`src/glb_pkg.sv`:
```
/*
 * Global buffer package: bank count, word and address widths,
 * bank mask and index types, and the write, read and lane command structs
 */
package glb_pkg;

    // Bank count sets the mask width
    localparam int NUM_BANK   = 4;
    localparam int DATA_W     = 32;
    localparam int ADDR_W     = 8;
    localparam int LEN_W      = 8;
    localparam int BANK_IDX_W = $clog2(NUM_BANK);

    // Basic words
    typedef logic [DATA_W-1:0]     word_t;
    typedef logic [ADDR_W-1:0]     addr_t;
    typedef logic [LEN_W-1:0]      len_t;

    // One bit per bank owned by a port
    typedef logic [NUM_BANK-1:0]   bank_mask_t;
    typedef logic [BANK_IDX_W-1:0] bank_idx_t;

    // Loader to buffer write port
    typedef struct packed {
        addr_t addr;
        word_t data;
    } wr_req_t;

    // Fetcher to buffer read address
    typedef struct packed {
        addr_t addr;
    } rd_req_t;

    // Start command of one lane
    typedef struct packed {
        len_t len;
    } lane_cmd_t;

endpackage

```
`src/glb_bank.sv`:
```
/*
 * Single SRAM bank, write channel plus read channel
 * with a one-entry output register held under back-pressure
 */
`timescale 1ns/100ps

module glb_bank #(
    parameter int BANK_WORDS = 16
) (
    input  logic                          clk,
    input  logic                          arst_n_i,
    input  logic                          wr_vld_i,
    input  logic [$clog2(BANK_WORDS)-1:0] wr_addr_i,
    input  glb_pkg::word_t                wr_data_i,
    input  logic                          ar_vld_i,
    input  logic [$clog2(BANK_WORDS)-1:0] ar_addr_i,
    output logic                          ar_rdy_o,
    output logic                          rd_vld_o,
    input  logic                          rd_rdy_i,
    output glb_pkg::word_t                rd_data_o
);
    import glb_pkg::*;

    // Storage and read register
    word_t mem [BANK_WORDS];
    word_t rd_data_q;
    logic  rd_vld_q;
    logic  ar_hs;

    // Accept an address when the register is empty or drains now
    assign ar_rdy_o = !rd_vld_q || rd_rdy_i;
    assign ar_hs    = ar_vld_i && ar_rdy_o;

    // Array write, always accepted
    always_ff @(posedge clk) begin
        if (wr_vld_i) begin
            mem[wr_addr_i] <= wr_data_i;
        end
    end

    // Output register loads only on an address handshake
    always_ff @(posedge clk) begin
        if (ar_hs) begin
            rd_data_q <= mem[ar_addr_i];
        end
    end

    // Valid flag
    always_ff @(posedge clk or negedge arst_n_i) begin
        if (!arst_n_i) begin
            rd_vld_q <= 1'b0;
        end else if (ar_hs) begin
            rd_vld_q <= 1'b1;
        end else if (rd_rdy_i) begin
            rd_vld_q <= 1'b0;
        end
    end

    assign rd_vld_o  = rd_vld_q;
    assign rd_data_o = rd_data_q;

endmodule

```
`src/glb_port_map.sv`:
```
/*
 * Port address to bank and in-bank word mapping from a bank mask
 */
`timescale 1ns/100ps

module glb_port_map #(
    parameter int BANK_WORDS = 16
) (
    input  glb_pkg::bank_mask_t           mask_i,
    input  glb_pkg::addr_t                addr_i,
    output glb_pkg::bank_idx_t            bank_o,
    output logic [$clog2(BANK_WORDS)-1:0] word_o,
    output logic                          owned_o
);
    import glb_pkg::*;

    localparam int WORD_W = $clog2(BANK_WORDS);
    localparam int SPAN_W = $clog2(NUM_BANK * BANK_WORDS + 1);
    localparam int CNT_W  = $clog2(NUM_BANK + 1);

    bank_idx_t         first_bank;
    logic [CNT_W-1:0]  bank_cnt;
    logic [SPAN_W-1:0] span;
    logic [SPAN_W-1:0] offset;

    // Lowest flagged bank and number of flagged banks
    always_comb begin
        first_bank = '0;
        bank_cnt   = '0;
        for (int b = NUM_BANK - 1; b >= 0; b--) begin
            if (mask_i[b]) begin
                first_bank = BANK_IDX_W'(b);
                bank_cnt   = bank_cnt + CNT_W'(1);
            end
        end
    end

    assign owned_o = |mask_i;

    // Span of the port, one bank when nothing is flagged
    assign span = owned_o ? (SPAN_W'(bank_cnt) << WORD_W) : SPAN_W'(BANK_WORDS);

    // Wrap into the span, then split into bank step and word
    assign offset = SPAN_W'(addr_i % span);
    assign bank_o = first_bank + BANK_IDX_W'(offset >> WORD_W);
    assign word_o = addr_i[WORD_W-1:0];

endmodule

```
`src/glb_buffer.sv`:
```
/*
 * Banked global buffer: banks, per-bank port priority,
 * write and read routing, and in-order read return per port
 */
`timescale 1ns/100ps

module glb_buffer #(
    parameter int BANK_WORDS = 16,
    parameter int NUM_WRPORT = 2,
    parameter int NUM_RDPORT = 2
) (
    input  logic                                 clk,
    input  logic                                 arst_n_i,
    input  glb_pkg::bank_mask_t [NUM_WRPORT-1:0] wr_mask_i,
    input  glb_pkg::bank_mask_t [NUM_RDPORT-1:0] rd_mask_i,
    input  glb_pkg::wr_req_t    [NUM_WRPORT-1:0] wr_req_i,
    input  logic                [NUM_WRPORT-1:0] wr_vld_i,
    output logic                [NUM_WRPORT-1:0] wr_rdy_o,
    input  glb_pkg::rd_req_t    [NUM_RDPORT-1:0] rd_req_i,
    input  logic                [NUM_RDPORT-1:0] ar_vld_i,
    output logic                [NUM_RDPORT-1:0] ar_rdy_o,
    output logic                [NUM_RDPORT-1:0] rd_vld_o,
    input  logic                [NUM_RDPORT-1:0] rd_rdy_i,
    output glb_pkg::word_t      [NUM_RDPORT-1:0] rd_data_o
);
    import glb_pkg::*;

    localparam int WORD_W = $clog2(BANK_WORDS);
    localparam int WP_W   = (NUM_WRPORT > 1) ? $clog2(NUM_WRPORT) : 1;
    localparam int RP_W   = (NUM_RDPORT > 1) ? $clog2(NUM_RDPORT) : 1;

    // Mapped bank and word per port
    bank_idx_t             wr_bank [NUM_WRPORT];
    logic [WORD_W-1:0]     wr_word [NUM_WRPORT];
    logic [NUM_WRPORT-1:0] wr_own;
    bank_idx_t             rd_bank [NUM_RDPORT];
    logic [WORD_W-1:0]     rd_word [NUM_RDPORT];
    logic [NUM_RDPORT-1:0] rd_own;
    logic [NUM_RDPORT-1:0] ar_hs;

    // Serving port per bank
    logic [WP_W-1:0]       wsel [NUM_BANK];
    logic [NUM_BANK-1:0]   wsel_vld;
    logic [RP_W-1:0]       rsel [NUM_BANK];
    logic [NUM_BANK-1:0]   rsel_vld;

    // Bank read side
    logic [NUM_BANK-1:0]   bk_ar_rdy;
    logic [NUM_BANK-1:0]   bk_rd_vld;
    word_t                 bk_rd_data [NUM_BANK];

    // ========================================
    // Fixed priority, lowest flagged port wins
    // ========================================
    always_comb begin
        for (int b = 0; b < NUM_BANK; b++) begin
            wsel[b]     = '0;
            wsel_vld[b] = 1'b0;
            rsel[b]     = '0;
            rsel_vld[b] = 1'b0;
            for (int p = NUM_WRPORT - 1; p >= 0; p--) begin
                if (wr_mask_i[p][b]) begin
                    wsel[b]     = WP_W'(p);
                    wsel_vld[b] = 1'b1;
                end
            end
            for (int p = NUM_RDPORT - 1; p >= 0; p--) begin
                if (rd_mask_i[p][b]) begin
                    rsel[b]     = RP_W'(p);
                    rsel_vld[b] = 1'b1;
                end
            end
        end
    end

    // ========================================
    // Write ports
    // ========================================
    for (genvar p = 0; p < NUM_WRPORT; p++) begin : g_wr_port
        glb_port_map #(
            .BANK_WORDS(BANK_WORDS)
        ) u_map (
            .mask_i (wr_mask_i[p]),
            .addr_i (wr_req_i[p].addr),
            .bank_o (wr_bank[p]),
            .word_o (wr_word[p]),
            .owned_o(wr_own[p])
        );

        // Ready only as the serving port of the mapped bank
        assign wr_rdy_o[p] = wr_own[p] && wsel_vld[wr_bank[p]]
                          && (wsel[wr_bank[p]] == WP_W'(p));
    end

    // ========================================
    // Read ports
    // ========================================
    for (genvar p = 0; p < NUM_RDPORT; p++) begin : g_rd_port
        logic      pend_q;
        bank_idx_t bank_q;
        logic      blocked;

        glb_port_map #(
            .BANK_WORDS(BANK_WORDS)
        ) u_map (
            .mask_i (rd_mask_i[p]),
            .addr_i (rd_req_i[p].addr),
            .bank_o (rd_bank[p]),
            .word_o (rd_word[p]),
            .owned_o(rd_own[p])
        );

        // Word from another bank still waiting, keeps order
        assign blocked = pend_q && (bank_q != rd_bank[p]) && !rd_rdy_i[p];

        assign ar_rdy_o[p] = rd_own[p] && rsel_vld[rd_bank[p]]
                          && (rsel[rd_bank[p]] == RP_W'(p))
                          && bk_ar_rdy[rd_bank[p]] && !blocked;
        assign ar_hs[p]    = ar_vld_i[p] && ar_rdy_o[p];

        // Return picked by the bank of the last accepted address
        assign rd_vld_o[p]  = pend_q && bk_rd_vld[bank_q];
        assign rd_data_o[p] = bk_rd_data[bank_q];

        always_ff @(posedge clk or negedge arst_n_i) begin
            if (!arst_n_i) begin
                pend_q <= 1'b0;
                bank_q <= '0;
            end else if (ar_hs[p]) begin
                pend_q <= 1'b1;
                bank_q <= rd_bank[p];
            end else if (rd_vld_o[p] && rd_rdy_i[p]) begin
                pend_q <= 1'b0;
            end
        end
    end

    // ========================================
    // Banks
    // ========================================
    for (genvar b = 0; b < NUM_BANK; b++) begin : g_bank
        logic bk_wr_vld;
        logic bk_ar_vld;
        logic bk_rd_rdy;

        // Route serving port only when it maps here
        assign bk_wr_vld = wsel_vld[b] && wr_vld_i[wsel[b]]
                        && (wr_bank[wsel[b]] == BANK_IDX_W'(b));
        assign bk_ar_vld = rsel_vld[b] && ar_hs[rsel[b]]
                        && (rd_bank[rsel[b]] == BANK_IDX_W'(b));
        // Held word always belongs to the serving read port
        assign bk_rd_rdy = rsel_vld[b] && rd_rdy_i[rsel[b]];

        glb_bank #(
            .BANK_WORDS(BANK_WORDS)
        ) u_bank (
            .clk      (clk),
            .arst_n_i (arst_n_i),
            .wr_vld_i (bk_wr_vld),
            .wr_addr_i(wr_word[wsel[b]]),
            .wr_data_i(wr_req_i[wsel[b]].data),
            .ar_vld_i (bk_ar_vld),
            .ar_addr_i(rd_word[rsel[b]]),
            .ar_rdy_o (bk_ar_rdy[b]),
            .rd_vld_o (bk_rd_vld[b]),
            .rd_rdy_i (bk_rd_rdy),
            .rd_data_o(bk_rd_data[b])
        );
    end

endmodule

```
`src/glb_loader.sv`:
```
/*
 * Producer lanes, input stream to addressed buffer writes
 */
`timescale 1ns/100ps

module glb_loader #(
    parameter int NUM_WRPORT = 2
) (
    input  logic                               clk,
    input  logic                               arst_n_i,
    input  logic               [NUM_WRPORT-1:0] start_i,
    input  glb_pkg::lane_cmd_t [NUM_WRPORT-1:0] cmd_i,
    input  glb_pkg::word_t     [NUM_WRPORT-1:0] in_data_i,
    input  logic               [NUM_WRPORT-1:0] in_vld_i,
    output logic               [NUM_WRPORT-1:0] in_rdy_o,
    output glb_pkg::wr_req_t   [NUM_WRPORT-1:0] wr_req_o,
    output logic               [NUM_WRPORT-1:0] wr_vld_o,
    input  logic               [NUM_WRPORT-1:0] wr_rdy_i,
    output logic               [NUM_WRPORT-1:0] done_o
);
    import glb_pkg::*;

    for (genvar l = 0; l < NUM_WRPORT; l++) begin : g_lane
        logic  busy_q;
        logic  done_q;
        addr_t addr_q;
        len_t  left_q;
        logic  wr_hs;

        // Input handshake is the buffer write
        assign wr_vld_o[l] = busy_q && in_vld_i[l];
        assign in_rdy_o[l] = busy_q && wr_rdy_i[l];
        assign wr_hs       = wr_vld_o[l] && wr_rdy_i[l];
        assign wr_req_o[l] = '{addr: addr_q, data: in_data_i[l]};
        assign done_o[l]   = done_q;

        always_ff @(posedge clk or negedge arst_n_i) begin
            if (!arst_n_i) begin
                busy_q <= 1'b0;
                done_q <= 1'b0;
                addr_q <= '0;
                left_q <= '0;
            end else begin
                done_q <= 1'b0;
                if (start_i[l] && !busy_q) begin
                    // Zero length finishes at once
                    busy_q <= (cmd_i[l].len != '0);
                    done_q <= (cmd_i[l].len == '0);
                    addr_q <= '0;
                    left_q <= cmd_i[l].len;
                end else if (wr_hs) begin
                    addr_q <= addr_q + 1'b1;
                    left_q <= left_q - 1'b1;
                    // Last word accepted
                    if (left_q == LEN_W'(1)) begin
                        busy_q <= 1'b0;
                        done_q <= 1'b1;
                    end
                end
            end
        end
    end

endmodule

```
`src/glb_fetcher.sv`:
```
/*
 * Consumer lanes, sequential read addresses and
 * the returned words forwarded to the output stream
 */
`timescale 1ns/100ps

module glb_fetcher #(
    parameter int NUM_RDPORT = 2
) (
    input  logic                                clk,
    input  logic                                arst_n_i,
    input  logic               [NUM_RDPORT-1:0] start_i,
    input  glb_pkg::lane_cmd_t [NUM_RDPORT-1:0] cmd_i,
    output glb_pkg::rd_req_t   [NUM_RDPORT-1:0] rd_req_o,
    output logic               [NUM_RDPORT-1:0] ar_vld_o,
    input  logic               [NUM_RDPORT-1:0] ar_rdy_i,
    input  logic               [NUM_RDPORT-1:0] rd_vld_i,
    output logic               [NUM_RDPORT-1:0] rd_rdy_o,
    input  glb_pkg::word_t     [NUM_RDPORT-1:0] rd_data_i,
    output glb_pkg::word_t     [NUM_RDPORT-1:0] out_data_o,
    output logic               [NUM_RDPORT-1:0] out_vld_o,
    input  logic               [NUM_RDPORT-1:0] out_rdy_i,
    output logic               [NUM_RDPORT-1:0] done_o
);
    import glb_pkg::*;

    for (genvar l = 0; l < NUM_RDPORT; l++) begin : g_lane
        addr_t iss_addr_q;
        len_t  iss_left_q;
        len_t  rcv_left_q;
        logic  done_q;
        logic  ar_hs;
        logic  out_hs;

        // Issue side
        assign ar_vld_o[l] = (iss_left_q != '0);
        assign rd_req_o[l] = '{addr: iss_addr_q};
        assign ar_hs       = ar_vld_o[l] && ar_rdy_i[l];

        // Return stream straight to the output
        assign out_data_o[l] = rd_data_i[l];
        assign out_vld_o[l]  = rd_vld_i[l];
        assign rd_rdy_o[l]   = out_rdy_i[l];
        assign out_hs        = rd_vld_i[l] && out_rdy_i[l];
        assign done_o[l]     = done_q;

        always_ff @(posedge clk or negedge arst_n_i) begin
            if (!arst_n_i) begin
                iss_addr_q <= '0;
                iss_left_q <= '0;
                rcv_left_q <= '0;
                done_q     <= 1'b0;
            end else begin
                done_q <= 1'b0;
                if (start_i[l] && rcv_left_q == '0) begin
                    iss_addr_q <= '0;
                    iss_left_q <= cmd_i[l].len;
                    rcv_left_q <= cmd_i[l].len;
                    done_q     <= (cmd_i[l].len == '0);
                end else begin
                    if (ar_hs) begin
                        iss_addr_q <= iss_addr_q + 1'b1;
                        iss_left_q <= iss_left_q - 1'b1;
                    end
                    // Count delivered words, done on the last one
                    if (out_hs && rcv_left_q != '0) begin
                        rcv_left_q <= rcv_left_q - 1'b1;
                        if (rcv_left_q == LEN_W'(1)) begin
                            done_q <= 1'b1;
                        end
                    end
                end
            end
        end
    end

endmodule

```
`src/glb_top.sv`:
```
/*
 * Top level, loader into global buffer into fetcher
 */
`timescale 1ns/100ps

module glb_top #(
    parameter int BANK_WORDS = 16,
    parameter int NUM_WRPORT = 2,
    parameter int NUM_RDPORT = 2
) (
    input  logic                                 clk,
    input  logic                                 arst_n_i,
    input  glb_pkg::bank_mask_t [NUM_WRPORT-1:0] wr_mask_i,
    input  glb_pkg::bank_mask_t [NUM_RDPORT-1:0] rd_mask_i,
    input  logic                [NUM_WRPORT-1:0] ld_start_i,
    input  glb_pkg::lane_cmd_t  [NUM_WRPORT-1:0] ld_cmd_i,
    input  glb_pkg::word_t      [NUM_WRPORT-1:0] in_data_i,
    input  logic                [NUM_WRPORT-1:0] in_vld_i,
    output logic                [NUM_WRPORT-1:0] in_rdy_o,
    output logic                [NUM_WRPORT-1:0] ld_done_o,
    input  logic                [NUM_RDPORT-1:0] ft_start_i,
    input  glb_pkg::lane_cmd_t  [NUM_RDPORT-1:0] ft_cmd_i,
    output glb_pkg::word_t      [NUM_RDPORT-1:0] out_data_o,
    output logic                [NUM_RDPORT-1:0] out_vld_o,
    input  logic                [NUM_RDPORT-1:0] out_rdy_i,
    output logic                [NUM_RDPORT-1:0] ft_done_o
);
    import glb_pkg::*;

    // Write channel
    wr_req_t [NUM_WRPORT-1:0] wr_req;
    logic    [NUM_WRPORT-1:0] wr_vld;
    logic    [NUM_WRPORT-1:0] wr_rdy;

    // Read address and return channels
    rd_req_t [NUM_RDPORT-1:0] rd_req;
    logic    [NUM_RDPORT-1:0] ar_vld;
    logic    [NUM_RDPORT-1:0] ar_rdy;
    logic    [NUM_RDPORT-1:0] rd_vld;
    logic    [NUM_RDPORT-1:0] rd_rdy;
    word_t   [NUM_RDPORT-1:0] rd_data;

    glb_loader #(
        .NUM_WRPORT(NUM_WRPORT)
    ) u_loader (
        .clk      (clk),
        .arst_n_i (arst_n_i),
        .start_i  (ld_start_i),
        .cmd_i    (ld_cmd_i),
        .in_data_i(in_data_i),
        .in_vld_i (in_vld_i),
        .in_rdy_o (in_rdy_o),
        .wr_req_o (wr_req),
        .wr_vld_o (wr_vld),
        .wr_rdy_i (wr_rdy),
        .done_o   (ld_done_o)
    );

    glb_buffer #(
        .BANK_WORDS(BANK_WORDS),
        .NUM_WRPORT(NUM_WRPORT),
        .NUM_RDPORT(NUM_RDPORT)
    ) u_buffer (
        .clk      (clk),
        .arst_n_i (arst_n_i),
        .wr_mask_i(wr_mask_i),
        .rd_mask_i(rd_mask_i),
        .wr_req_i (wr_req),
        .wr_vld_i (wr_vld),
        .wr_rdy_o (wr_rdy),
        .rd_req_i (rd_req),
        .ar_vld_i (ar_vld),
        .ar_rdy_o (ar_rdy),
        .rd_vld_o (rd_vld),
        .rd_rdy_i (rd_rdy),
        .rd_data_o(rd_data)
    );

    glb_fetcher #(
        .NUM_RDPORT(NUM_RDPORT)
    ) u_fetcher (
        .clk       (clk),
        .arst_n_i  (arst_n_i),
        .start_i   (ft_start_i),
        .cmd_i     (ft_cmd_i),
        .rd_req_o  (rd_req),
        .ar_vld_o  (ar_vld),
        .ar_rdy_i  (ar_rdy),
        .rd_vld_i  (rd_vld),
        .rd_rdy_o  (rd_rdy),
        .rd_data_i (rd_data),
        .out_data_o(out_data_o),
        .out_vld_o (out_vld_o),
        .out_rdy_i (out_rdy_i),
        .done_o    (ft_done_o)
    );

endmodule

```
`config.mk`:
```
export PLATFORM = sky130hd
export DESIGN_NAME = glb_top
export DESIGN_NICKNAME = d
export VERILOG_FILES = /design/src/glb_pkg.sv /design/src/glb_bank.sv /design/src/glb_port_map.sv /design/src/glb_buffer.sv /design/src/glb_loader.sv /design/src/glb_fetcher.sv /design/src/glb_top.sv
export SDC_FILE = /design/constraint.sdc
export NUM_CORES = 2
export LEC_CHECK = 0
export BUFFER_PORTS_ARGS = -buffer_cell sky130_fd_sc_hd__buf_2
export CAP_MARGIN = 10
export CELL_PAD_IN_SITES_DETAIL_PLACEMENT = 0
export CELL_PAD_IN_SITES_GLOBAL_PLACEMENT = 1
export CORE_MARGIN = 5
export CORE_UTILIZATION = 45
export CTS_CLUSTER_DIAMETER = 30
export DETAILED_ROUTE_END_ITERATION = 10
export GPL_ROUTABILITY_DRIVEN = 0
export PLACE_DENSITY_LB_ADDON = 0.1
export SETUP_SLACK_MARGIN = 0.05
export SYNTH_ARGS = -nofsm -noshare
export SYNTH_HDL_FRONTEND = slang
export SYNTH_HIERARCHICAL = 1
export SYNTH_SLANG_ARGS = --single-unit
export TNS_END_PERCENT = 100
```
`constraint.sdc`:
```
create_clock -name clk -period 8.5 [get_ports clk]
set_input_delay 1.275 -clock clk [delete_from_list [all_inputs] [get_ports clk]]
set_output_delay 1.275 -clock clk [all_outputs]
set_load 0.005 [all_outputs]
```
# Word level (Yosys, flattened, before mapping)
# Memories as Yosys holds them, arrays and structs flattened. A register that Yosys moved wholly into a read port is not among the register bits.
# Index checks and enable logic that the tools add are counted.
# Widths: inputs -> output; s select.
# totals
reg_bits,96
latchBits,0
ram_bits,2048
rom_bits,0
input_bits,122
output_inout_bits,72
elab_cells,452
memories,4
# mem_list
memory,depth,word_bits,read_ports,rd_ports_with_merged_regs,write_ports,line_no,text
u_buffer.g_bank[0].u_bank.mem,16,32,1,1,1,glb_bank.sv:25,word_t mem [BANK_WORDS];
u_buffer.g_bank[1].u_bank.mem,16,32,1,1,1,glb_bank.sv:25,
u_buffer.g_bank[2].u_bank.mem,16,32,1,1,1,glb_bank.sv:25,
u_buffer.g_bank[3].u_bank.mem,16,32,1,1,1,glb_bank.sv:25,
# classes
add_sub_neg,26
n_mul,0
div_mod_pow,4
order_cmp,28
n_eq_ne,12
n_shift,0
n_mux,232
n_bitwise,16
n_reduce_logical,106
# op_table
operator,n
$mux 32,12
$mux 8,20
$bmux 32 s2,2
$mux 1,106
$mux 4,24
$mux 2,40
$logic_and 1x1->1,58
$logic_not 8->1,6
$reduce_bool 8->1,6
$sub 8x1->8 const B,6
$mux 3,12
$add 8x1->8 const B,4
$eq 8x1->1 const B,4
$mod 8x7->8,4
$mux 7,4
$reduce_bool 2->1,14
$add 3x1->3 const B,8
$bmux 1 s2,12
$ge 3x3->1 const B,6
$lt 2x3->1 const B,6
$not 2->3,6
$ge 2x2->1 const B,8
$lt 1x2->1 const B,8
$not 1->2,8
other kinds (11),40

# Longest topological paths before layout
# logic_depth
depth_word,25
ltp_mapped,37
mapped_depth_nobuf,35

# Modules after synthesis
# The synthesis kept the hierarchy.
# by_module_without_submodules
module,instances,cells_each,area_each_um2,seq_area_each_um2
glb_bank at u_buffer.g_bank[2].u_bank ...,2,842,20200.6,16360.7
glb_bank at u_buffer.g_bank[0].u_bank ...,2,842,20199.4,16360.7
glb_buffer,1,356,4226.6,150.1
glb_fetcher,1,377,3475.8,1251.2
glb_port_map,4,75,633.1,0.0
glb_loader,1,269,2376.0,900.9

# Worst setup path after synthesis
# OpenSTA, ideal clock, no wires.
# synth_path
kind,in2reg
start,input port wr_mask_i[6] (netlist bit)
end,"memory u_buffer/g_bank[2].u_bank/mem[0][0] (netlist bit), enable pin"
setup_ns,0.461
arrival_time_ns,9.211
t_required_ns,8.039
slack_ns,-1.172
path_stages,31
path_buffers,0
cell_sequence,inv_1 -> ha_1 -> xor2_1 -> ha_1 -> nand2b_1 -> o31ai_2 -> and3_2 -> nor2_1 -> ha_1 -> o21ai_0 -> a21boi_2 -> mux2i_1 -> ha_1 -> o21a_1 -> nor2_1 -> nor2b_1 -> nor2_2 -> mux2i_1 -> ha_1 -> o21ai_0 -> nand2b_1 -> a221o_1 -> a21oi_2 -> mux2i_1 -> ha_1 -> xor2_1 -> xnor2_1 -> nand3_1 -> o21ai_0 -> or3b_2 -> nor3_1
# synth_lines
element,line_no,text
from (decl),glb_top.sv:13,"input glb_pkg::bank_mask_t [NUM_WRPORT-1:0] wr_mask_i,"
to (decl),glb_bank.sv:25,

==> qor.yml <==
route:
  vias: 49100
  routed_wl_um: 266000
  drc: 0
  drtPass1Iterations: 5
  routed_via_density: 5.93
  drt_iter0_drc: 4835
  antenna_left: 0
  avgRoutedWirePerCell_um: 32.2
grt:
  gr-total-overflow: 0
  grt_pass1_vias: 50300
  antenna_found_initial: 24
  grt_pass1_wl_um: 377000
  grt_usage_pct: 24.5
  grt_max_degree: 85
setup_path:
  r2r_setup_slack_ns: 1.81
  cp-start-kind: "input pin"
  cp-end-kind: "output pin"
  crit_arrival_ns: 7.01
  slowest_stage: "mux4_2"
  crit_top_cell: "ha_1"
  crit-reg2reg-launch: "u_fetcher/g_lane[1].iss_addr_q[7]"
  rr_worst_depth: 29
  cpPeakStageDelay_ns: 0.34
  critical_path_class: "in -> out"
  reg2reg_to: "u_fetcher/g_lane[1].iss_left_q[7]"
  crit_fanout: 5
  worst_ep_required_time_ns: 7.22
timing:
  clock_skew_ns: 0.0503
  finalMaxSlewViolations: 0
  rsz0062_at_grt: "yes"
  relSlewSlack_pct: 22.4
  hold_viol: 0
  min_period_ns: 8.28
  fmax_ghz: 0.121
  fin_crit_sh_pct: 97.4
  worstMarginPinSlew_ns: 1.16
  setup_viol: 0
floorplan:
  dieHeight_um: 466
  io_pins: 194
  row_count: 167
  core-area_um2: 207000
  die_area_um2: 217000
  start_util_pct: 45.2
  die_x_um: 466
clocking:
  path_clk_slew_ns: 0.05
  cts_root_buffer: "clkbuf_16"
  cts_hold_buf: 0
  clkLatencyLatePin_ns: 0.97
  numCtsBuffers: 468
  h-tree-depth: 5
  clkSinkCount: 2272
  clock_path_buffers: 4
  cts_tree: "built"
final_layout:
  stdcell_area_um2: 115000
  n_fill_cell: 15700
  drive_gt1_share_pct: 37.6
  area_growth_pct: 22.9
  fin_nets: 5383
logic_synthesis:
  ys_async_sr_fraction_pct: 4.23
  synthFlopType: "edfxtp_1"
  yosysMostFrequentCell: "edfxtp_1"
  synth-edff-count: 2176
  synthesis.nets: 4868
  ys_seq_area_share_pct: 72.5
  synth.distinct_cells: 89
  syn-instance-count: 4670
  yosys.area.top_type_share_pct: 70.0
  yosys_warnings: 6
  synth_area_leaders: "edfxtp_1, mux4_2, dfrtp_1, a22oi_1, mux2_2"
  synth_area_um2: 93400
  synth_area_leader_cell: "edfxtp_1"
  postSynthAreaPerCell_um2: 20.0
  ys_ff_latch: 2272
  ys_top_cells_by_count: "edfxtp_1, mux4_2, a22oi_1"
place:
  dp_hpwl_um: 170000
  detailed_place.area_um2: 99100
  io_buffers: 193
min_path:
  min_path_type: "in -> async"
pwr:
  power_density_nw_per_um2: 374
  ir_worst_vdd_mv: 0.258
  p_leak_uw: 0.0382
  power_uw: 43000
status:
  status: "complete, no violations"
job:
  drv_cap: 0
==> sequential cells by signal (all words and copies together) (netlist names), 4 cells and up <==
| name | count |
|---|---|
| u_buffer/g_bank.u_bank/mem | 2048 |
| u_buffer/g_bank.u_bank/rd_data_o | 128 |
| u_buffer/g_bank.u_bank/rd_vld_o | 4 |
| u_buffer/g_rd_port.bank_q | 4 |
| u_fetcher/g_lane.iss_addr_q | 16 |
| u_fetcher/g_lane.iss_left_q | 16 |
| u_fetcher/g_lane.rcv_left_q | 16 |
| u_loader/g_lane.addr_q | 16 |
| u_loader/g_lane.left_q | 16 |
==> how the worst max path moves through the flow <==
stage / from / endpoint / slack (ns) / depth (start not counted)
finish: wr_mask_i[2] / in_rdy_o[0] / 0.22 / 32
global route: wr_mask_i[7] / in_rdy_o[1] / -0.16 / 33
CTS: wr_mask_i[6] / in_rdy_o[1] / 0.05 / 33
detailed placement: wr_mask_i[2] / in_rdy_o[0] / -0.16 / 32
global placement: rd_mask_i[6] / u_fetcher/g_lane[1].iss_left_q[7] / 0.06 / 35
floorplan: wr_mask_i[6] / u_buffer/g_bank[2].u_bank/mem[1][0] / -0.32 / 31
==> critical path, delay by kind of cell <==
kind	cells	cell delay, ns
AOI/OAI and AO/OA	7	1.01
buffers and inverters	3	0.24
xor gates and xnor gates	4	0.74
and+or+nand+nor	8	0.97
adders and majority gates	6	1.66
muxes	4	1.11
==> placed cells by master (no fill, tap or decap), drive strengths merged, types with 34 or more instances in the layout <==
| cell type | instances |
|---|---|
| mux2 | 164 |
| nand2 | 215 |
| bufinv | 62 |
| clkinvlp | 51 |
| a22oi | 256 |
| nor2 | 121 |
| nand3 | 39 |
| clkinv | 177 |
| a21oi | 34 |
| buf | 443 |
| nor3 | 39 |
| ha | 76 |
| edfxtp | 2176 |
| dfrtp | 96 |
| o21ai | 43 |
| clkbuf | 531 |
| mux4 | 580 |
| inv | 65 |
==> through the flow <==
| stage | setup WS (ns) | util, % | TNS, ns | std cells | hold WS (ns) |
|---|---|---|---|---|---|
| 6_report | 0.220 | 55.5 | 0 | 8274 | 0.337 |
| 5_1_grt | -0.157 | 55.5 | -0.228 | 8264 | 0.348 |
| 4_1_cts | 0.0506 | 55.4 | 0 | 8251 | 0.295 |
| 3_5_place_dp | -0.164 | 47.9 | -0.435 | 7406 | 0.487 |
| 3_3_place_gp | 0.0615 | 47.9 | 0 | 7406 | 0.472 |
| 2_1_floorplan | -0.320 | - | -51.33 | 4670 | 0.451 |
==> routing by layer <==
layer  GRT usage (%)  routed length [um]  vias to the layer above
li1                -                   -                    20400
met1            33.6              109000                    26300
met2            38.4              126000                     1880
met3            5.44               19300                      479
met4            10.1               11000                        4
met5               0                  35                        -
==> where the power goes <==
group	internal (uW)	switching (uW)	leakage [uW]
logic	4560	6630	0.0100
clock network	11900	5670	0.00739
registers	13400	835	0.0208
total	29900	13100	0.0382
==> cell type report <==
cell class	count	area, um^2	area share (%)
Clock inverter	308	3310	2.88
Tap cell	2704	3380	2.95
Inverter	47	191	0.167
Sequential cell	2272	67800	59.0
Multi-Input combinational cell	1953	24100	21.0
Timing Repair Buffer	443	4020	3.50
Antenna cell	16	40.0	0.0349
Clock buffer	531	12000	10.5
==> cells by family after synthesis <==
family                   synth area share [%]
AO/OA/AOI/OAI                            3.65
XOR/XNOR                                0.577
adder cells (fa/ha/maj)                  1.02
buffers and inverters                    2.68
flip-flops                               72.5
multiplexers                             16.2
AND/OR/NAND/NOR                          3.35
==> timing repair <==
action	CTS	global route
buffers inserted	6	7
cloned	0	0
pin swaps	2	26
gates resized for setup	8	49
setup endpoints to repair	2	2
Note: power is estimated with default switching activity, not from simulation.
